--- src/design/tile_pkg.sv ---
package tile_pkg;

    // raster geometry, counts of pixel clock enables
    localparam int h_total   = 256;  // full line
    localparam int h_visible = 192;  // active pixels per line
    localparam int v_total   = 192;  // full frame
    localparam int v_visible = 160;  // active lines per frame

    // tile and map layout
    localparam int tile_bits     = 3;  // 8x8 tiles
    localparam int map_cols_bits = 5;  // 32 columns
    localparam int map_rows_bits = 5;  // 32 rows
    localparam int vram_depth    = 1024;

    localparam int rom_file_words = 32;  // 4 codes x 8 rows in tiles.hex

    // raster position
    typedef logic [7:0] hpos_t;
    typedef logic [7:0] vpos_t;

    // vram word index, row on top of column
    typedef logic [map_rows_bits+map_cols_bits-1:0] vram_addr_t;

    typedef logic [7:0] code_t;
    typedef logic [3:0] pal_t;

    // code[13:6] pal[5:2] hflip[1] vflip[0]
    typedef logic [13:0] tile_attr_t;

    typedef logic [10:0] rom_addr_t;  // code then row
    typedef logic [31:0] rom_word_t;  // one byte per plane, byte 3 is the colour msb
    typedef logic [7:0]  pixel_t;     // palette and colour

    typedef logic [12:0] apb_addr_t;
    typedef logic [31:0] apb_data_t;

    localparam apb_addr_t ctrl_addr = 13'h1000;  // flip register, bit 0

    typedef enum logic [1:0] {
        st_idle,       // waiting for a setup cycle
        st_access,     // first access cycle
        st_read_wait,  // vram read latency
        st_done        // transfer finished, wait for penable low
    } apb_state_t;

endpackage

--- src/design/video_timer.sv ---
module video_timer (
    input  logic            clk,
    input  logic            rst,
    output logic            pxl_cen,
    output tile_pkg::hpos_t hdump,
    output tile_pkg::vpos_t vdump,
    output logic            blankn
);

    logic            h_wrap;
    logic            v_wrap;
    tile_pkg::hpos_t h_next;
    tile_pkg::vpos_t v_next;

    // pixel clock is half of clk
    always_ff @(posedge clk, posedge rst) begin
        if (rst) begin
            pxl_cen <= 1'b0;
        end else begin
            pxl_cen <= ~pxl_cen;
        end
    end

    assign h_wrap = hdump == tile_pkg::hpos_t'(tile_pkg::h_total - 1);
    assign v_wrap = vdump == tile_pkg::vpos_t'(tile_pkg::v_total - 1);

    // position after the coming enable
    assign h_next = h_wrap ? '0 : hdump + 1'b1;
    always_comb begin
        v_next = vdump;
        if (h_wrap) begin
            v_next = v_wrap ? '0 : vdump + 1'b1;  // new line
        end
    end

    always_ff @(posedge clk, posedge rst) begin
        if (rst) begin
            hdump  <= '0;
            vdump  <= '0;
            blankn <= 1'b1;  // 0,0 is inside the active area
        end else if (pxl_cen) begin
            hdump  <= h_next;
            vdump  <= v_next;
            // blanking from the next position keeps it aligned with the counters
            blankn <= (h_next < tile_pkg::hpos_t'(tile_pkg::h_visible)) &&
                      (v_next < tile_pkg::vpos_t'(tile_pkg::v_visible));
        end
    end

    // the raster only moves on the pixel clock
    hdump_on_cen_a: assert property (
        @(posedge clk) disable iff (rst)
        !$stable(hdump) |-> $past(pxl_cen)
    ) else $error("hdump moved without pxl_cen");

endmodule

--- config.mk ---
export PLATFORM = sky130hd
export DESIGN_NAME = video_timer
export DESIGN_NICKNAME = d
export VERILOG_FILES = /design/src/design/tile_pkg.sv /design/src/design/video_timer.sv
export SDC_FILE = /design/constraint.sdc
export NUM_CORES = 1
export LEC_CHECK = 0
export ABC_CLOCK_PERIOD_IN_PS = 2000
export BUFFER_PORTS_ARGS = -buffer_cell sky130_fd_sc_hd__buf_2
export CAP_MARGIN = 10
export CORE_AREA = 8 8 48 60
export CTS_CLUSTER_SIZE = 8
export DETAILED_ROUTE_END_ITERATION = 8
export DIE_AREA = 0 0 56 68
export PLACE_DENSITY = 0.74
export SETUP_SLACK_MARGIN = 0.5
export SLEW_MARGIN = 20
export SYNTH_ARGS = -nofsm -noshare
export SYNTH_HDL_FRONTEND = slang
export SYNTH_SLANG_ARGS = --single-unit
--- constraint.sdc ---
create_clock -name clk -period 2 [get_ports clk]
set_input_delay 0.4 -clock clk [delete_from_list [all_inputs] [get_ports clk]]
set_output_delay 0.4 -clock clk [all_outputs]
set_load 0.02 [all_outputs]
==> run_results.csv <==
group,metric,value,unit
routing,via_per_inst,5.54,
job,maxCapViolations,0,
die,core-area,2040,um2
timing,skew,5.64,ps
routing,num_vias,948,
clock_tree,cts_sinks,18,
timing,relSlewSlack,0.552,
critical_path,cp.depth,6,
critical_path,slowest_stage,"dfrtp_2",
routing,wire_per_inst,15.8,um
pwr,p_per_area,386,nW/um2
synthesis,synth_ff_type,"dfrtp_1",
die,die_h,68,um
timing,tightest_slew,671,ps
timing,finalMaxSlewViolations,0,
timing,hold_viol,0,
critical_path,cp-end-kind,"flip-flop",
critical_path,worst-path-buf-inv,1,
synthesis,synth-edff-count,0,
critical_path,worstPathMaxFanout,5,
synthesis,avgSynthCellArea,9.91,um2
timing,period_share,0.805,
routing,drcViolationCount,0,
timing,max_freq,0.621,GHz
routing,routed_wl,2700,um
worst_hold_path,hp-class,"input port to async pin",
global_routing,grt_max_degree,19,
timing,setup_tns,0,ps
final_layout,fin_area,1460,um2
final_layout,seq_area,468,um2
die,initial_utilization,0.480,
synthesis,yosys_register_bits,18,
critical_path,startpoint,"vdump[0]",
clock_tree,htree_levels,1,
timing,setup_viol,0,
die,num_rows,19,
critical_path,cpLargestDelayFamily,"simple AND/OR/NAND/NOR gates",
clock_tree,insertion_delay,310,ps
synthesis,netlist_area,981,um2
clock_tree,clk_pin_slew_worst_paths,100,ps
final_layout,final_common_cell,"buf_4",
global_routing,grt_pass1_wl,3920,um
clock_tree,cts_buffer_depth,2,
pwr,p_leak,0.680,nW
place,gp_congestion,0.798,
die,ioPinCount,20,
final_layout,nFillCells,133,
run_status,status,"complete, no violations",
timing,rsz0062_at_grt,"yes",
clock_tree,cts_tree,"yes",
final_layout,layout.cells.most_common_list,"30 x buf_4, 19 x buf_2, 13 x nand2_1, 13 x dfrtp_2",
synthesis,netlist_instances,99,
clock_tree,cts_buffers,3,
global_routing,gr-total-overflow,0,
synthesis,synth_nets,103,
clock_tree,cts_root_buf,"clkbuf_4",
global_routing,grt_pass1_vias,871,
final_layout,synthToLayoutAreaGrowth,48.9,%
routing,drtIter0Drc,38,
critical_path,r2r-end,"vdump[7]",
routing,dr.pass1.iters,4,
critical_path,crit_chain,"nand4_1 -> buf_4 -> nor4_2 -> xnor2_1 -> nor3_1 -> a21o_1",
die,dieArea,3810,um2
routing,drt.antenna.violating_nets,0,
critical_path,rrSetupSlack,390,ps
critical_path,worstSetupStartpointType,"flip-flop",
final_layout,final_nets,155,
critical_path,critPathCapture,"vdump[7]",
synthesis,ys_seq_area_frac,0.460,
critical_path,crit_arrival,1810,ps
critical_path,worstPathRequired,2200,ps
place,dp_hpwl,1540,um
final_layout,drive_above_1_share,0.567,
synthesis,yosysWarnings,0,
critical_path,r2r_cells,6,
die,die_x,56,um
critical_path,r2r_start,"vdump[0]",
place,place_area,1130,um2
timing,timing.final.crit_period,1610,ps
synthesis,async_flop_share,1.00,
synthesis,synthDistinctLibCells,30,
final_layout,multi_input_area,572,um2
place,io_buffers,19,
final_layout,diodes,0,
critical_path,slowest_delay,410,ps
critical_path,critical_path_class,"flip-flop to flip-flop",
global_routing,grt_use_total,0.126,
pwr,ir_drop,0.380,mV
global_routing,antenna_found_initial,0,
-- worst register-to-register path, cell delays in order, from the launching register on --
cell     delay (ps)
dfrtp_2         410
nand4_1         190
buf_4           190
nor4_2          290
xnor2_1         200
nor3_1           80
a21o_1          150
-- per-stage QoR --
stage	hold WS [ps]	std cells	util	total power [mW]	setup slack [ps]
5_1_grt	264	171	0.714	0.579	309
4_1_cts	205	156	0.641	0.561	403
2_1_floorplan	337	99	-	0.376	476
3_3_place_gp	470	137	0.552	0.379	413
3_5_place_dp	472	137	0.552	0.379	429
6_report	171	171	0.714	0.564	391
-- layer usage --
layer,share of wire,GRT usage
met5,0,0
met4,0.036,0.0572
met3,0.033,0.0260
met2,0.52,0.233
met1,0.41,0.136
-- how the worst min path moves through the flow --
stage                       from  endpoint  slack, ps  cells after the start
after floorplan              rst  hdump[7]        340                      1
after global placement    blankn    blankn        470                      1
after detailed placement  blankn    blankn        470                      1
after CTS                    rst  hdump[4]        210                      2
after global routing         rst  hdump[3]        260                      2
final                        rst  hdump[3]        170                      2
-- state kept, by name, indices dropped and copies added, names as in the netlist --
signal and flops:
blankn 1, hdump 8, pxl_cen 1, vdump 8
-- where the power goes --
group | total, mW | switching, mW | internal, mW | leakage [nW]
registers | 0.364 | 0 | 0.364 | 0.216
logic | 0.00767 | 0.00688 | 0.000788 | 0.449
clock network | 0.192 | 0.114 | 0.0780 | 0.0150
total | 0.564 | 0.121 | 0.442 | 0.680
-- final cells by class --
class | count | area share
multi-input combinational | 71 | 0.392
tap | 21 | 0.0180
timing repair buffer | 51 | 0.235
inverter | 6 | 0.0171
clock buffer | 4 | 0.0180
sequential | 18 | 0.320
-- Yosys cell counts, drive strengths merged, types with 2 or more instances --
library cell | count | area, um2
clkbuf | 2 | 7.51
buf | 2 | 10.0
xnor2 | 8 | 70.1
ha | 2 | 25.0
nand2 | 13 | 48.8
nand4 | 7 | 58.8
o21ai | 6 | 30.0
o2bb2ai | 2 | 17.5
a21o | 3 | 22.5
nor2 | 7 | 26.3
inv | 5 | 18.8
nor3 | 4 | 20.0
nand3 | 4 | 20.0
nor4 | 4 | 58.8
dfrtp | 17 | 425
-- cells by family after synthesis --
group | count (synthesis) | share of synthesized area
AOI/OAI and AO/OA | 16 | 0.115
xor gates and xnor gates | 9 | 0.0804
adders and majority gates | 2 | 0.0255
buffers and inverters | 10 | 0.0408
DFF | 18 | 0.460
muxes | 2 | 0.0217
and+or+nand+nor | 42 | 0.256
-- what timing repair did --
item                                   in CTS  in global routing
resized for setup                           8                 11
endpoints found under the hold margin       0                  0
pin swaps                                   9                  9
setup endpoints to repair                   7                  9
hold buffers                                0                  0
setup buffers                              15                 15
Note: power is estimated with default switching activity, not from simulation.
