===== src/design/tile_pkg.sv =====
package tile_pkg;

    // raster geometry, counts of pixel clock enables
    localparam int h_total   = 256;  // full line
    localparam int h_visible = 192;  // active pixels per line
    localparam int v_total   = 192;  // full frame
    localparam int v_visible = 160;  // active lines per frame

    // tile and map layout
    localparam int tile_bits     = 3;  // 8x8 tiles
    localparam int map_cols_bits = 5;  // 32 columns
    localparam int map_rows_bits = 5;  // 32 rows
    localparam int vram_depth    = 1024;

    localparam int rom_file_words = 32;  // 4 codes x 8 rows in tiles.hex

    // raster position
    typedef logic [7:0] hpos_t;
    typedef logic [7:0] vpos_t;

    // vram word index, row on top of column
    typedef logic [map_rows_bits+map_cols_bits-1:0] vram_addr_t;

    typedef logic [7:0] code_t;
    typedef logic [3:0] pal_t;

    // code[13:6] pal[5:2] hflip[1] vflip[0]
    typedef logic [13:0] tile_attr_t;

    typedef logic [10:0] rom_addr_t;  // code then row
    typedef logic [31:0] rom_word_t;  // one byte per plane, byte 3 is the colour msb
    typedef logic [7:0]  pixel_t;     // palette and colour

    typedef logic [12:0] apb_addr_t;
    typedef logic [31:0] apb_data_t;

    localparam apb_addr_t ctrl_addr = 13'h1000;  // flip register, bit 0

    typedef enum logic [1:0] {
        st_idle,       // waiting for a setup cycle
        st_access,     // first access cycle
        st_read_wait,  // vram read latency
        st_done        // transfer finished, wait for penable low
    } apb_state_t;

endpackage


===== src/design/tilemap_gen.sv =====
module tilemap_gen (
    input  logic                 clk,
    input  logic                 rst,
    input  logic                 pxl_cen,
    input  tile_pkg::hpos_t      hdump,
    input  tile_pkg::vpos_t      vdump,
    input  logic                 blankn,   // no rom requests while blank
    input  logic                 flip,     // global screen flip
    output tile_pkg::vram_addr_t vram_addr,
    input  tile_pkg::tile_attr_t vram_attr,
    output tile_pkg::rom_addr_t  rom_addr,
    output logic                 rom_cs,
    input  tile_pkg::rom_word_t  rom_data,
    output tile_pkg::pixel_t     pxl
);

    localparam int tb = tile_pkg::tile_bits;

    logic               tile_end;  // last pixel count of a tile
    tile_pkg::code_t    code;
    tile_pkg::pal_t     pal;
    logic               vf_eff;
    logic               hf_eff;

    tile_pkg::pal_t     req_pal;   // travels with the rom request
    logic               req_hf;
    tile_pkg::pal_t     cur_pal;   // tile being shifted out
    logic               cur_hf;
    tile_pkg::rom_word_t shift_q;

    // map entry under the beam
    assign vram_addr = {vdump[tb +: tile_pkg::map_rows_bits],
                        hdump[tb +: tile_pkg::map_cols_bits]};

    // boundary taken one count early so the load lands on pixel 0 of the next tile
    assign tile_end = &hdump[tb-1:0];

    assign code   = vram_attr[13:6];
    assign pal    = vram_attr[5:2];
    assign hf_eff = flip ^ vram_attr[1];
    assign vf_eff = flip ^ vram_attr[0];

    always_ff @(posedge clk, posedge rst) begin
        if (rst) begin
            rom_cs   <= 1'b0;
            rom_addr <= '0;
            req_pal  <= '0;
            req_hf   <= 1'b0;
            cur_pal  <= '0;
            cur_hf   <= 1'b0;
            shift_q  <= '0;
        end else if (pxl_cen) begin
            if (tile_end) begin
                // request the current column
                rom_cs   <= blankn;
                rom_addr <= {code, vdump[tb-1:0] ^ {tb{vf_eff}}};
                req_pal  <= pal;
                req_hf   <= hf_eff;
                // and start showing the one requested a tile ago
                cur_pal  <= req_pal;
                cur_hf   <= req_hf;
                shift_q  <= rom_data;
            end else begin
                shift_q <= cur_hf ? shift_q >> 1 : shift_q << 1;
            end
        end
    end

    // one bit per plane from the edge being shifted out, plane 3 on top
    assign pxl = {cur_pal, cur_hf ? {shift_q[24], shift_q[16], shift_q[8], shift_q[0]}
                                  : {shift_q[31], shift_q[23], shift_q[15], shift_q[7]}};

    // a blank tile boundary keeps the rom idle until the next boundary
    rom_idle_in_blank_a: assert property (
        @(posedge clk) disable iff (rst)
        (pxl_cen && tile_end && !blankn) |=> (!rom_cs until (pxl_cen && tile_end))
    ) else $error("rom request during blanking");

endmodule


===== config.mk =====
export PLATFORM = sky130hd
export DESIGN_NAME = tilemap_gen
export DESIGN_NICKNAME = d
export VERILOG_FILES = /design/src/design/tile_pkg.sv /design/src/design/tilemap_gen.sv
export SDC_FILE = /design/constraint.sdc
export NUM_CORES = 1
export LEC_CHECK = 0
export BUFFER_PORTS_ARGS = -buffer_cell sky130_fd_sc_hd__buf_2
export CAP_MARGIN = 20
export CORE_MARGIN = 1.5
export CORE_UTILIZATION = 30
export CTS_CLUSTER_DIAMETER = 80
export CTS_CLUSTER_SIZE = 30
export DETAILED_ROUTE_END_ITERATION = 6
export GPL_ROUTABILITY_DRIVEN = 0
export PLACE_DENSITY = 0.51
export SYNTH_ARGS = -nofsm -noshare
export SYNTH_HDL_FRONTEND = slang
export SYNTH_SLANG_ARGS = --single-unit
export TNS_END_PERCENT = 30

===== constraint.sdc =====
create_clock -name clk -period 2.35 [get_ports clk]
set_clock_uncertainty 0.2 [all_clocks]
set_input_delay 0.705 -clock clk [delete_from_list [all_inputs] [get_ports clk]]
set_output_delay 0.705 -clock clk [all_outputs]
set_load 0.02 [all_outputs]

==> results.yml <==
outcome:
  status: "finished, final reports clean"
placement:
  hpwlAfterDp_mm: 4.31
  placed_cell_area_mm2: 0.00321
  dpl.cell_count: 446
  post-place-ws_ns: 0.348
  port_buffers: 76
timing:
  tns_ns: 0
  period_needed_ns: 2.25
  finalSetupViolations: 0
  maxSlewHeadroom_pct: 71.1
  fin_ws_ns: 0.104
  final-hold-violation-count: 0
  final-max-slew-violation-count: 0
  fmax_mhz: 445
  rsz0062_at_grt: "no"
  period_share_pct: 95.6
  max_slew.worst_pin.slew_ns: 0.432
clock_network:
  cts_tree: "built"
  h-tree-depth: 2
  worstSkewPairLatency_ns: 0.30
  clkSinkCount: 54
  clockBufferDepth: 2
  clkTransAtPathRegs_ns: 0.10
  cts_buffers: 5
  clockRootBuffer: "clkbuf_8"
  cts_hold_buf: 0
routing:
  vias: 2232
  initialDrtViolationCount: 120
  wl_per_cell_um: 13.9
  dr.pass1.iters: 4
  drc: 0
  drt_wl_total_mm: 6.37
  ant_nets: 0
  avgViaCountPerCell: 4.87
grt:
  grt_antenna_before_repair: 2
  use_met1_pct: 17.3
  grt_max_degree: 65
  grt_pass1_wl_mm: 10.5
  grt_usage_pct: 13.1
  grtUsageMet3_pct: 4.29
  grt_pass1_vias: 2254
  gr-usage-met2_pct: 20.9
  grt_busiest_layer: "met2"
  grt-ovfl-total: 0
synth:
  synthTopCellsByArea: "dfrtp_1 (48%), o211a_1 (10%), mux2_2 (7.2%)"
  yosys.area.top_type_share_pct: 48.3
  synthCells: 286
  synth_area_leader_cell: "dfrtp_1"
  syn_avg_cell_area_um2: 9.78
  syn_area_mm2: 0.00280
  syn_nets: 353
  ys_seq_area_share_pct: 48.3
  ys.warnings.count: 0
  synthDistinctLibCells: 21
  synth-seq-cells: 54
critical_path:
  cp-start-kind: "register"
  end_kind: "output port"
  reg2reg_from: "cur_hf$_DFFE_PP0P_"
  path_delay_family: "flip-flops"
  path_class: "register to output port"
  cp_slowest_cell: "dfrtp_2"
  worstPathRequired_ns: 1.44
  worstPathMaxFanout: 17
  timing.rr.end: "shift_q[31]$_DFFE_PP0P_"
  critPathMaxStageDelay_ns: 0.45
  path_cells: "buf_4 -> o21ai_0 -> buf_2"
  arrival_ns: 1.34
  worstRegToRegCells: 3
  reg2reg_slack_ns: 0.89
  worst-path-buf-inv: 2
die:
  die_area_mm2: 0.00991
  die_x_um: 99.5
  core_area_mm2: 0.00915
  io_pins: 97
  start_util_pct: 30.6
  die_h_um: 99.5
  rows: 35
final_layout:
  fin_nets: 413
  postLayoutCellArea_mm2: 0.00338
  drive_gt1_share_pct: 33.4
  n_fill_cell: 948
  final_common_cell: "buf_2"
  layout_common_cells: "buf_2 (76), dfrtp_1 (53), o21ai_0 (38)"
  antenna_cells: 0
  fin_cells: 458
  syn_to_final_growth_pct: 20.9
pwr:
  p_per_area_mw_per_mm2: 963
  p_leak_nw: 1.66
  total_power_mw: 3.25
  vdd_drop_max_uv: 356
job:
  maxCapViolations: 0
worst_hold_path:
  min_path_type: "input pin to asynchronous set/reset pin"
==> flip-flops by register name, summed over array words and instances, names as in the netlist <==
signal,count
cur_hf,1
shift_q,32
req_pal,4
rom_addr,11
cur_pal,4
req_hf,1
rom_cs,1
==> final cells by class <==
type | instances | area (um^2) | area share, %
clock buffer | 6 | 82.6 | 2.44
clock inverter | 2 | 60.1 | 1.78
inverter | 32 | 120 | 3.55
multi-input combinational | 167 | 1130 | 33.5
sequential | 54 | 1350 | 40.0
tap | 111 | 139 | 4.11
timing repair buffer | 86 | 493 | 14.6
==> power breakdown <==
group	total, mW	internal (mW)	switching [mW]
registers	1.34	1.20	0.143
logic	1.15	0.528	0.618
clock network	0.766	0.455	0.312
total	3.25	2.18	1.07
==> cells in the mapped netlist <==
library cell / number
a211oi_1: 1
a31oi_1: 2
and3_1: 1
buf_2: 11
buf_4: 10
buf_6: 3
clkbuf_1: 9
dfrtp_1: 54
inv_1: 32
mux2_2: 18
nand2_1: 36
nand3_1: 2
nand4_4: 1
nor2_1: 2
nor2b_1: 1
o211a_1: 29
o21ai_0: 38
o22ai_1: 30
or3_1: 1
xnor2_1: 4
xor2_1: 1
==> how the worst max path moves through the flow <==
stage,from,endpoint,slack (ns),cells past startpoint
2_1_floorplan,rst,cur_hf$_DFFE_PP0P_,0.13,1
3_3_place_gp,cur_hf$_DFFE_PP0P_,pxl[2],0.39,3
3_5_place_dp,cur_hf$_DFFE_PP0P_,pxl[3],0.35,3
4_1_cts,cur_hf$_DFFE_PP0P_,pxl[3],0.07,3
5_1_grt,cur_hf$_DFFE_PP0P_,pxl[2],0.02,3
6_report,cur_hf$_DFFE_PP0P_,pxl[3],0.10,3
==> stage by stage <==
step / util (%) / hold slack [ns]
after global placement: 35.0 / 0.256
final: 36.9 / 0.0673
after global routing: 36.9 / 0.0561
after CTS: 36.8 / 0.0551
after floorplan: - / 0.245
after detailed placement: 35.0 / 0.285
==> routing by layer <==
layer | share of wire [%] | up-vias
li1 | - | 1106
met1 | 47 | 1034
met2 | 45 | 86
met3 | 7.9 | 4
met4 | 0.49 | 2
met5 | 0.16 | -
==> logic make-up (layout without fill, tap and decap cells) <==
kind of cell           Yosys count  count (layout)  synth area share (%)
flip-flops                      54              54                  48.3
multiplexers                    18              18                  7.25
AO/OA/AOI/OAI                  100             100                  24.6
AND/OR/NAND/NOR                 44              44                  6.89
XOR/XNOR                         5               5                  1.57
buffers and inverters           65             126                  11.4
==> repair_timing <==
item                       CTS  global route
resized for setup            0             0
setup endpoints to repair    1             2
setup buffers                3             1
No activity file was read; power rests on OpenSTA's default activity.
