`config.mk`:
```
export PLATFORM = sky130hd
export DESIGN_NAME = apb_tile_ctrl
export DESIGN_NICKNAME = d
export VERILOG_FILES = /design/src/design/tile_pkg.sv /design/src/design/apb_tile_ctrl.sv
export SDC_FILE = /design/constraint.sdc
export NUM_CORES = 1
export LEC_CHECK = 0
export ABC_AREA = 0
export BUFFER_PORTS_ARGS = -buffer_cell sky130_fd_sc_hd__buf_2
export CELL_PAD_IN_SITES_DETAIL_PLACEMENT = 0
export CELL_PAD_IN_SITES_GLOBAL_PLACEMENT = 2
export CORE_ASPECT_RATIO = 1.4
export CORE_MARGIN = 5
export CORE_UTILIZATION = 11
export DETAILED_ROUTE_END_ITERATION = 12
export GPL_ROUTABILITY_DRIVEN = 0
export PLACE_DENSITY = 0.79
export REMOVE_ABC_BUFFERS = 1
export SKIP_CTS_REPAIR_TIMING = 1
export SLEW_MARGIN = 20
export SYNTH_ARGS = -nofsm -noshare
export SYNTH_HDL_FRONTEND = slang
export SYNTH_SLANG_ARGS = --single-unit
```
`constraint.sdc`:
```
create_clock -name clk -period 1.8 [get_ports clk]
set_input_delay 0.45 -clock clk [delete_from_list [all_inputs] [get_ports clk]]
set_output_delay 0.45 -clock clk [all_outputs]
set_load 0.005 [all_outputs]
```
`src/design/tile_pkg.sv`:
```
package tile_pkg;

    // raster geometry, counts of pixel clock enables
    localparam int h_total   = 256;  // full line
    localparam int h_visible = 192;  // active pixels per line
    localparam int v_total   = 192;  // full frame
    localparam int v_visible = 160;  // active lines per frame

    // tile and map layout
    localparam int tile_bits     = 3;  // 8x8 tiles
    localparam int map_cols_bits = 5;  // 32 columns
    localparam int map_rows_bits = 5;  // 32 rows
    localparam int vram_depth    = 1024;

    localparam int rom_file_words = 32;  // 4 codes x 8 rows in tiles.hex

    // raster position
    typedef logic [7:0] hpos_t;
    typedef logic [7:0] vpos_t;

    // vram word index, row on top of column
    typedef logic [map_rows_bits+map_cols_bits-1:0] vram_addr_t;

    typedef logic [7:0] code_t;
    typedef logic [3:0] pal_t;

    // code[13:6] pal[5:2] hflip[1] vflip[0]
    typedef logic [13:0] tile_attr_t;

    typedef logic [10:0] rom_addr_t;  // code then row
    typedef logic [31:0] rom_word_t;  // one byte per plane, byte 3 is the colour msb
    typedef logic [7:0]  pixel_t;     // palette and colour

    typedef logic [12:0] apb_addr_t;
    typedef logic [31:0] apb_data_t;

    localparam apb_addr_t ctrl_addr = 13'h1000;  // flip register, bit 0

    typedef enum logic [1:0] {
        st_idle,       // waiting for a setup cycle
        st_access,     // first access cycle
        st_read_wait,  // vram read latency
        st_done        // transfer finished, wait for penable low
    } apb_state_t;

endpackage

```
`src/design/apb_tile_ctrl.sv`:
```
module apb_tile_ctrl (
    input  logic                   clk,
    input  logic                   rst,
    input  logic                   psel,
    input  logic                   penable,
    input  logic                   pwrite,
    input  tile_pkg::apb_addr_t    paddr,
    input  tile_pkg::apb_data_t    pwdata,
    output tile_pkg::apb_data_t    prdata,
    output logic                   pready,
    output logic                   pslverr,
    output tile_pkg::vram_addr_t   cpu_addr,
    output tile_pkg::tile_attr_t   cpu_wdata,
    output logic                   cpu_we,
    input  tile_pkg::tile_attr_t   cpu_rdata,
    output logic                   flip
);

    tile_pkg::apb_state_t state;

    logic is_vram;   // word addressed tile ram
    logic is_ctrl;   // flip register
    logic is_err;    // unmapped
    logic in_access; // first access cycle of a transfer
    logic vram_rd;

    // decode on the word address
    assign is_vram   = ~paddr[12];
    assign is_ctrl   = paddr[12:2] == tile_pkg::ctrl_addr[12:2];
    assign is_err    = ~is_vram & ~is_ctrl;
    assign in_access = (state == tile_pkg::st_access) && psel && penable;
    assign vram_rd   = is_vram & ~pwrite;

    // vram side follows the bus directly
    assign cpu_addr  = paddr[2 +: $bits(tile_pkg::vram_addr_t)];
    assign cpu_wdata = pwdata[$bits(tile_pkg::tile_attr_t)-1:0];
    assign cpu_we    = in_access & pwrite & is_vram;  // one clk pulse

    // vram reads need one more cycle for the registered ram port
    assign pready  = (in_access & ~vram_rd) || (state == tile_pkg::st_read_wait);
    assign pslverr = in_access & is_err;

    always_comb begin
        prdata = '0;
        case (state)
            tile_pkg::st_access: begin
                if (is_ctrl) begin
                    prdata = tile_pkg::apb_data_t'(flip);
                end
            end
            tile_pkg::st_read_wait: prdata = tile_pkg::apb_data_t'(cpu_rdata);  // upper bits zero
            default: prdata = '0;
        endcase
    end

    always_ff @(posedge clk, posedge rst) begin
        if (rst) begin
            state <= tile_pkg::st_idle;
            flip  <= 1'b0;
        end else begin
            case (state)
                tile_pkg::st_idle: begin
                    if (psel && !penable) begin
                        state <= tile_pkg::st_access;  // setup seen
                    end
                end
                tile_pkg::st_access: begin
                    if (psel && penable) begin
                        if (pwrite && is_ctrl) begin
                            flip <= pwdata[0];
                        end
                        state <= vram_rd ? tile_pkg::st_read_wait : tile_pkg::st_done;
                    end
                end
                tile_pkg::st_read_wait: state <= tile_pkg::st_done;  // data out this cycle
                tile_pkg::st_done: begin
                    // back to back transfers go straight to the next access
                    if (!penable) begin
                        state <= psel ? tile_pkg::st_access : tile_pkg::st_idle;
                    end
                end
                default: state <= tile_pkg::st_idle;
            endcase
        end
    end

    // host side protocol
    penable_needs_psel_a: assert property (
        @(posedge clk) disable iff (rst)
        penable |-> psel
    ) else $error("penable without psel");

    slverr_with_ready_a: assert property (
        @(posedge clk) disable iff (rst)
        pslverr |-> pready
    ) else $error("pslverr outside of pready");

endmodule

```
==> summary.txt, run 1 <==
Global route
  • Vias in the first global route: 631
  • Global router's overall resource usage: 5.15%
  • Maximum number of pins on one net before global-route repair: 11
  • Antenna violations before repair: 0
  • Global-route congestion overflow total: 0
  • Global-route wire length before repair: 3.31 mm

Yosys
  • Yosys synthesis warning count: 0
  • Share of cell area taken by muxes after synthesis: 4.90%
  • Post-Synth Simple-Gate Area: 24.0%
  • Post-Synthesis Cells: 91
  • Adder-cell share of the synthesized area: 8.45%
  • Library cells used by synthesis: 27
  • Fraction of synthesized cell area in xor and xnor cells: 0%
  • Area fraction in compound gates after synthesis: 7.43%
  • Netlist area before placement: 741 um2
  • Sequential area share after synthesis: 10.1%
  • Per-instance average area after synthesis: 8.14 um2
  • Register bit count reported by yosys: 3
  • Dominant combinational cell family by area after synthesis: buffers and inverters

Final layout
  • Fraction of layout cells with a size suffix above 1: 62.6%
  • Number of non-filler instances in the completed layout: 213
  • Commonest non-fill, non-tap cells in the layout: sky130_fd_sc_hd__buf_2 (58), sky130_fd_sc_hd__conb_1 (18), sky130_fd_sc_hd__and2_1 (13)
  • Most common cell after layout, fill and taps aside: sky130_fd_sc_hd__buf_2
  • Final non-filler cell area: 1070 um2
  • Utilization of the core after routing: 16.3%
  • Final #Nets: 209
  • Antenna diodes: 0
  • Area grow syn2layout: 44.3%
  • FILL cells: 748

Route
  • Mean number of vias per cell: 3.29
  • Total number of vias: 700
  • Wirelength per Cell: 11.5 um
  • Aggregate routed wire length: 2.45 mm
  • Remaining DRCs: 0
  • Post-DRT Antenna Nets: 0
  • Number of design-rule violations left by the first detailed-router iteration: 20
  • Pre-antenna DRT Iters: 2

Place
  • DP Area: 926 um2
  • Worst slack after detailed placement: -0.0127 ns
  • Number of buffers added on ports: 59
  • DP Cell Count: 205
  • Final HPWL DP: 2.16 mm

STA
  • Final Slew Violations: 0
  • Period utilization: 98.4%
  • Final Setup Violations: 0
  • Final setup slack of the worst path: 0.0293 ns
  • Clock Skew: 0.00374 ns
  • Final Hold Viols: 0
  • Unrepaired setup endpoints after global routing: yes
  • Clock period minus final worst setup slack: 1.77 ns
  • Post-route worst hold slack: 0.0992 ns
  • Setup tns final: 0 ns
  • Fmax achieved: 565 MHz

Critical path
  • Worst R2R Setup Slack: 0.04 ns
  • Arrival time at the worst endpoint: 1.32 ns
  • Critical-path maximum fanout: 6
  • Capturing element type of the critical path: output pin
  • Critical Path Start Type: flip-flop
  • WP data required: 1.35 ns
  • Number of cell instances on the worst register-to-register path: 6
  • Path type of the worst setup path: reg2out

Die
  • Ports placed on the boundary: 124
  • Number of cell rows: 35
  • Die height: 107 um
  • Die width: 79.4 um
  • Die outline area: 8500 um2
  • Core Box Area: 6570 um2
  • Initial core utilization: 11.3%

Clocking
  • Maximum root-to-sink buffer count: 2
  • TritonCTS sink count: 3
  • Max H-tree Level: 1
  • Latest clock arrival within the worst-skew pair: 0.22 ns
  • CTS Root Buffer Type: sky130_fd_sc_hd__clkbuf_8
  • CTS tree: done
  • Clock input transition at the sequential cells of the worst setup and hold paths: 0.03 ns
  • TritonCTS Buffers: 3

Power and ir drop
  • Final Total Pwr: 1.07 mW
  • Worst-case vdd ir drop: 0.000367 V
  • Pwr Density: 997 nW/um2
  • Leak Pwr: 0.579 nW

Min path
  • Hold Crit Class: in2async

Flow run
  • Max Cap Viol: 0

Run status
  • Run status: finished, final reports clean
[sequential cells by signal, summed over array words and instances (netlist names)]
signal	count
state	2
flip	1
[worst paths after layout]
check | startpoint | endpoint
worst max-delay path | state[0] | pready
worst min-delay path | rst | flip
worst max register to register | state[0] | state[1]
worst min register to register | flip | flip
max in group asynchronous | rst | state[0]
min in group clk | pwdata[0] | flip
[worst max-delay path, stage by stage (launching register included)]
cell,delay [ns]
sky130_fd_sc_hd__dfrtp_1,0.40
sky130_fd_sc_hd__buf_6,0.13
sky130_fd_sc_hd__ha_4,0.16
sky130_fd_sc_hd__buf_4,0.14
sky130_fd_sc_hd__o2111ai_2,0.07
sky130_fd_sc_hd__nand2b_1,0.07
sky130_fd_sc_hd__buf_2,0.13
[power breakdown]
group | total (mW) | internal (mW) | switching (mW)
Clock | 0.196 | 0.151 | 0.0450
Sequential | 0.115 | 0.0943 | 0.0203
Combinational | 0.755 | 0.426 | 0.329
Total | 1.07 | 0.671 | 0.395
[cells in the mapped netlist]
| library cell | instances | area [um2] |
|---|---|---|
| sky130_fd_sc_hd__or3_4 | 1 | 11.3 |
| sky130_fd_sc_hd__o21a_1 | 1 | 7.51 |
| sky130_fd_sc_hd__a21boi_0 | 1 | 7.51 |
| sky130_fd_sc_hd__and2_1 | 13 | 81.3 |
| sky130_fd_sc_hd__o21ai_0 | 1 | 5.00 |
| sky130_fd_sc_hd__mux2i_1 | 1 | 10.0 |
| sky130_fd_sc_hd__a2111oi_0 | 1 | 8.76 |
| sky130_fd_sc_hd__nand2b_1 | 1 | 6.26 |
| sky130_fd_sc_hd__nor4_1 | 1 | 6.26 |
| sky130_fd_sc_hd__nand3_1 | 3 | 15.0 |
| sky130_fd_sc_hd__nand4_1 | 2 | 12.5 |
| sky130_fd_sc_hd__a31oi_1 | 1 | 6.26 |
| sky130_fd_sc_hd__conb_1 | 1 | 3.75 |
| sky130_fd_sc_hd__or3b_1 | 1 | 8.76 |
| sky130_fd_sc_hd__buf_4 | 42 | 315 |
| sky130_fd_sc_hd__inv_1 | 3 | 11.3 |
| sky130_fd_sc_hd__nor2b_1 | 1 | 6.26 |
| sky130_fd_sc_hd__mux2_4 | 1 | 15.0 |
| sky130_fd_sc_hd__nor3_1 | 1 | 5.00 |
| sky130_fd_sc_hd__ha_1 | 5 | 62.6 |
| sky130_fd_sc_hd__o311a_2 | 1 | 11.3 |
| sky130_fd_sc_hd__nor4b_2 | 1 | 15.0 |
| sky130_fd_sc_hd__dfrtp_1 | 3 | 75.1 |
| sky130_fd_sc_hd__and4_2 | 1 | 10.0 |
| sky130_fd_sc_hd__o2111ai_1 | 1 | 8.76 |
| sky130_fd_sc_hd__mux2_2 | 1 | 11.3 |
| sky130_fd_sc_hd__clkbuf_1 | 1 | 3.75 |
[metal layers]
layer / up-vias / wire length (um) / track usage, %
li1: 339 / - / -
met1: 305 / 800 / 5.03
met2: 52 / 1210 / 7.65
met3: 2 / 392 / 4.20
met4: 2 / 2 / 1.84
met5: - / 46 / 4.67
[final cells by class]
class	instances	area [um2]	share of cell area [%]
clock buffer	4	45.0	4.22
inverter	3	11.3	1.05
multi-input combinational	59	457	42.7
sequential	3	75.1	7.03
tap	74	92.6	8.67
timing repair buffer	70	388	36.3
[logic make-up after synthesis]
logic type | count (synthesis)
adder cells (fa/ha/maj) | 5
flip-flops | 3
other | 1
buffers and inverters | 46
AO/OA/AOI/OAI | 7
multiplexers | 3
AND/OR/NAND/NOR | 26
(Power assumes the default switching activity.)
==> run 2, diff against run 1 <==
CORE_MARGIN = default   (was 5)
==> run 2 against run 1 <==
Effect of this change:
- the run now ends with DRC left
- critical path depth decreased by 1
- sequential share of layout area increased by 0.17 points
- clock-buffer cell count unchanged
- hold slack got worse by 0.0058 ns
- final cell count decreased by 0.94%
- via count decreased by 1.7%
- largest cell class unchanged
==> summary.txt, run 2 (synthesis gave the netlist of run 1 again) <==
Clocking
  • TritonCTS Buffers: 3 (unchanged)
  • Latest clock arrival within the worst-skew pair: 0.21 ns (about the same)
  • CTS tree: done
  • Max H-tree Level: 1 (unchanged)
  • CTS Root Buffer Type: sky130_fd_sc_hd__clkbuf_8
  • Clock input transition at the sequential cells of the worst setup and hold paths: 0.03 ns (about the same)
  • Maximum root-to-sink buffer count: 2 (unchanged)
  • TritonCTS sink count: 3 (unchanged)

Die
  • Initial core utilization: 11.4% (+0.076 points)
  • Number of cell rows: 35 (unchanged)
  • Die outline area: 7070 um2 (-17%)
  • Core Box Area: 6530 um2 (-0.67%)
  • Ports placed on the boundary: 124 (unchanged)
  • Die width: 71.4 um (-10%)
  • Die height: 99.1 um (-7.5%)

Global route
  • Vias in the first global route: 570 (-9.7%)
  • Global-route wire length before repair: 2.97 mm (-10%)
  • Maximum number of pins on one net before global-route repair: 16 (+5)
  • Global router's overall resource usage: 5.57% (+0.42 points)
  • Global-route congestion overflow total: 0 (unchanged)
  • Antenna violations before repair: 0 (unchanged)

Power and ir drop
  • Sw frac: 36.8% (-0.22 points)
  • Switching power: 387 uW (-1.9%)
  • Worst-case vdd ir drop: 0.000727 V (+98%)
  • Internal Pwr Total: 665 uW (-0.96%)
  • Pwr Density: 991 nW/um2 (-0.62%)
  • Power share of the clock group: 18.3% (about the same)
  • Sequential cell fraction of total power: 11.9% (+1.1 points)
  • Portion of total power attributed to combinational logic: 69.8% (-1.0 points)
  • Final Total Pwr: 1.05 mW (-1.3%)
  • Leak Pwr: 0.571 nW (-1.4%)

Final layout
  • Largest regs: state (2), flip (1)
  • Fraction of layout cells with a size suffix above 1: 62.0% (-0.55 points)
  • Register bank with the most flops: state
  • Final #Nets: 207 (-0.96%)
  • Antenna diodes: 0 (unchanged)
  • Area grow syn2layout: 43.2%
  • Flip-flop count of the largest register after layout: 2 (unchanged)
  • FILL cells: 732 (-2.1%)
  • Final non-filler cell area: 1060 um2 (-0.70%)
  • Commonest non-fill, non-tap cells in the layout: sky130_fd_sc_hd__buf_2 (59), sky130_fd_sc_hd__conb_1 (18), sky130_fd_sc_hd__and2_1 (13)
  • Number of non-filler instances in the completed layout: 211 (-0.94%)
  • Most common cell after layout, fill and taps aside: sky130_fd_sc_hd__buf_2

STA
  • Period utilization: 98.3% (about the same)
  • Final setup slack of the worst path: 0.0303 ns (+0.000978 ns)
  • Fmax achieved: 565 MHz (about the same)
  • Clock Skew: 0.000726 ns (-0.00301 ns)
  • Post-route worst hold slack: 0.0934 ns (-0.00584 ns)
  • Final Slew Violations: 0 (unchanged)
  • Unrepaired setup endpoints after global routing: yes
  • Final Setup Violations: 0 (unchanged)
  • Final Hold Viols: 0 (unchanged)
  • Clock period minus final worst setup slack: 1.77 ns (-0.000978 ns)

Place
  • DP Cell Count: 205 (unchanged)
  • DP Area: 938 um2 (+1.4%)
  • Worst slack after detailed placement: -0.0840 ns (-0.0713 ns)
  • Number of buffers added on ports: 59 (unchanged)
  • Final HPWL DP: 1.84 mm (-15%)

Critical path
  • Arrival time at the worst endpoint: 1.32 ns (about the same)
  • Capturing element type of the critical path: output pin
  • Path type of the worst setup path: reg2out
  • WP data required: 1.35 ns (about the same)
  • Critical Path Start Type: flip-flop
  • Critical-path maximum fanout: 7 (+1)

Min path
  • Hold Crit Class: in2async

Flow run
  • Max Cap Viol: 0 (unchanged)

Route
  • Post-DRT Antenna Nets: 0 (unchanged)
  • Remaining DRCs: 3 (+3)
  • Aggregate routed wire length: 2.15 mm (-12%)
  • Mean number of vias per cell: 3.26 (-0.78%)
  • Wirelength per Cell: 10.2 um (-11%)
  • Detailed-routed wire length on met2: 993 um (-18%)
  • WL met1: 830 um (+3.8%)
  • Routed wire length on met3: 279 um (-29%)
  • Top Layer Used: met5
  • Number of design-rule violations left by the first detailed-router iteration: 10 (-50%)
  • Pre-antenna DRT Iters: 8 (+6)
  • Total number of vias: 688 (-1.7%)

Run status
  • Run status: finished, violations left
  • Failing checks: DRC
-- run 2: power by group through the flow --
| stage | clock [mW] | sequential, mW | combinational [mW] |
|---|---|---|---|
| detailed placement | 0 | 0.110 | 0.628 |
| global route | 0.212 | 0.130 | 0.819 |
| floorplan | 0 | 0.112 | 0.344 |
| global placement | 0 | 0.108 | 0.617 |
| finish | 0.192 | 0.125 | 0.735 |
| CTS | 0.200 | 0.110 | 0.631 |
-- run 2: worst max-delay path, stage by stage (launching register included) --
cell and delay, ns:
sky130_fd_sc_hd__dfrtp_1 0.37, sky130_fd_sc_hd__inv_2 0.11, sky130_fd_sc_hd__ha_4 0.17, sky130_fd_sc_hd__and4_4 0.22, sky130_fd_sc_hd__nor2b_1 0.11, sky130_fd_sc_hd__buf_2 0.12
-- run 2: cell type report --
cell class | count | area, um2 | area share (%)
repair buffers | 68 | 375 | 35.4
clock buffers | 4 | 45.0 | 4.25
flip-flops and latches | 3 | 76.3 | 7.19
inverters | 3 | 13.8 | 1.30
multi-input cells | 59 | 458 | 43.2
well taps | 74 | 92.6 | 8.73
-- run 2: through the flow --
stage	setup TNS, ns	util (%)
after floorplan	0	-
after global placement	-0.112	14.4
after detailed placement	-0.0840	14.4
after CTS	-0.368	15.1
after global routing	-0.0877	16.3
final	0	16.3
-- run 2: path summary, 6_finish.rpt --
check	start	endpoint	slack (ns)	cells after the start
max	state[1]	cpu_we	0.03	5
min	rst	state[1]	0.09	2
max reg2reg	state[0]	state[1]	0.12	5
min reg2reg	flip	flip	0.55	1
max in group asynchronous	rst	state[0]	1.57	2
min in group clk	pwdata[0]	flip	0.48	2
-- run 2: layer usage --
layer	vias up	track usage (%)
met1	301	6.79
li1	335	-
met4	2	1.85
met2	48	7.11
met3	2	3.95
met5	-	5.19
==> run 3, diff against run 2 <==
CELL_PAD_IN_SITES_DETAIL_PLACEMENT = default   (was 0)
CELL_PAD_IN_SITES_GLOBAL_PLACEMENT = default   (was 2)
CORE_UTILIZATION = 25   (was 11)
PLACE_DENSITY = 0.74   (was 0.79)
SLEW_MARGIN = 10   (was 20)
clock period = 2.17 ns   (was 1.8 ns; I/O delays follow)
==> run 3 against run 2 <==
Effect of this change:
- the run now ends clean
- design area is 18% lower
- register-to-register slack better by 0.33 ns
- sequential share of layout area is 1.4 points higher
- sequential power fell by 23%
- critical path depth unchanged
- largest cell class unchanged
- setup slack improved by 0.079 ns
- combinational power fell by 40%
- core utilization increased by 14 points
- critical endpoint unchanged
- hold slack gained 0.090 ns
- final cell count decreased by 22%
- die area decreased by 55%
==> summary.txt, run 3 (synthesis gave the netlist of run 1 again) <==
Final layout
  • Utilization of the core after routing: 30.7% (+14 points)
  • Multi-input logic area: 402 um2 (-12%)
  • Flip-flop count of the largest register after layout: 2 (unchanged)
  • FILL cells: 315 (-57%)
  • Fraction of layout cells with a size suffix above 1: 53.9% (-8.1 points)
  • Final #Nets: 198 (-4.3%)
  • Largest regs: state (2), flip (1)
  • Commonest non-fill, non-tap cells in the layout: sky130_fd_sc_hd__buf_2 (59), sky130_fd_sc_hd__conb_1 (18), sky130_fd_sc_hd__and2_1 (13)
  • Most common cell after layout, fill and taps aside: sky130_fd_sc_hd__buf_2
  • Area grow syn2layout: 18.1%
  • Antenna diodes: 0 (unchanged)
  • Area used by sequential logic in the layout: 75.1 um2 (-1.6%)
  • Register bank with the most flops: state

Clocking
  • Clock input transition at the sequential cells of the worst setup and hold paths: 0.03 ns (about the same)
  • Max H-tree Level: 1 (unchanged)
  • TritonCTS sink count: 3 (unchanged)
  • Maximum root-to-sink buffer count: 2 (unchanged)
  • Latest clock arrival within the worst-skew pair: 0.21 ns (about the same)
  • TritonCTS Buffers: 3 (unchanged)
  • CTS tree: done
  • CTS Root Buffer Type: sky130_fd_sc_hd__clkbuf_8

Critical path
  • Critical Path Start Type: flip-flop
  • CP max stage cell: sky130_fd_sc_hd__dfrtp_1
  • Critical-path maximum fanout: 8 (+1)
  • Chain of cells forming the critical path: inv_1 -> ha_1 -> and4_2 -> nor2b_1 -> buf_2
  • Slowest stage delay, CP: 0.40 ns (+0.03 ns)
  • Arrival time at the worst endpoint: 1.52 ns (+0.20 ns)
  • Capturing element type of the critical path: output pin
  • Path type of the worst setup path: reg2out
  • WP data required: 1.63 ns (+0.28 ns)

Place
  • Final HPWL DP: 1.80 mm (-1.7%)
  • Number of buffers added on ports: 59 (unchanged)

Min path
  • Hold Crit Class: in2async

Run status
  • Run status: finished, final reports clean

Route
  • Number of design-rule violations left by the first detailed-router iteration: 9 (-1)
  • Mean number of vias per cell: 3.82 (+17%)
  • Aggregate routed wire length: 1.99 mm (-7.3%)
  • Remaining DRCs: 0 (-3)
  • Pre-antenna DRT Iters: 3 (-5)
  • Wirelength per Cell: 12.1 um (+18%)
  • Total number of vias: 630 (-8.4%)
  • Post-DRT Antenna Nets: 0 (unchanged)

Power and ir drop
  • Pwr Density: 803 nW/um2 (-19%)
  • Worst-case vdd ir drop: 0.000417 V (-43%)
  • Leak Pwr: 0.521 nW (-8.8%)

STA
  • Clock Skew: 0.000223 ns (-0.000503 ns)
  • Final Setup Violations: 0 (unchanged)
  • Period utilization: 95.0%
  • Clock period minus final worst setup slack: 2.06 ns
  • Final Slew Violations: 0 (unchanged)
  • Final Hold Viols: 0 (unchanged)
  • Unrepaired setup endpoints after global routing: no
  • Setup tns final: 0 ns (unchanged)
  • Fmax achieved: 485 MHz

Die
  • Initial core utilization: 26.0% (+15 points)
  • Die height: 66.4 um (-33%)
  • Number of cell rows: 23 (-34%)
  • Core Box Area: 2850 um2 (-56%)
  • Die width: 48.0 um (-33%)
  • Die outline area: 3190 um2 (-55%)
  • Ports placed on the boundary: 124 (unchanged)

Global route
  • Antenna violations before repair: 0 (unchanged)
  • Global-route congestion overflow total: 0 (unchanged)
  • Vias in the first global route: 462 (-19%)
  • Maximum number of pins on one net before global-route repair: 17 (+1)
  • Global router's overall resource usage: 11.9% (+6.4 points)
  • Global-route wire length before repair: 2.45 mm (-18%)

Flow run
  • Max Cap Viol: 0 (unchanged)
==> run 3: final timing paths <==
path	endpoint	slack [ns]	cells after the start	start
worst max-delay path	cpu_we	0.11	5	state[1]
worst min-delay path	flip	0.18	2	rst
worst max register to register	state[1]	0.45	5	state[1]
worst min register to register	flip	0.53	1	flip
max in group asynchronous	state[0]	1.86	2	rst
min in group clk	flip	0.53	1	flip
==> run 3: final cells by class <==
| class | count | area share (%) |
|---|---|---|
| multi-input combinational | 59 | 45.9 |
| clock buffer | 4 | 5.15 |
| tap | 37 | 5.29 |
| inverter | 3 | 1.29 |
| timing repair buffer | 59 | 33.8 |
| sequential | 3 | 8.58 |
==> run 3: metrics by stage <==
stage / power [mW] / setup slack [ns] / cells / hold WS, ns / instance area [um2]
detailed placement: 0.543 / 0.141 / 161 / 0.409 / 827
CTS: 0.711 / 0.0902 / 165 / 0.183 / 872
finish: 0.702 / 0.109 / 165 / 0.183 / 875
floorplan: 0.378 / 0.405 / 65 / 0.296 / 485
global placement: 0.536 / 0.154 / 161 / 0.409 / 827
global route: 0.775 / 0.00652 / 165 / 0.181 / 875
==> run 3: metal layers <==
layer	vias up	share of wire (%)	track usage [%]
met1	271	26	8.99
met4	0	0.90	5.21
met2	39	55	19.4
met5	-	0	0
met3	2	18	11.5
li1	318	-	-
==> run 3: critical path, delay by kind of cell (launching register included) <==
kind                       cells  cell delay [ns]
DFF                            1             0.40
and+or+nand+nor                2             0.39
adders and majority gates      1             0.29
buffers and inverters          2             0.23
==> run 3: power by group <==
part           internal (mW)  switching (mW)  total [mW]
clock network          0.125          0.0362       0.161
logic                  0.238           0.207       0.444
registers             0.0783          0.0183      0.0966
total                  0.441           0.261       0.702
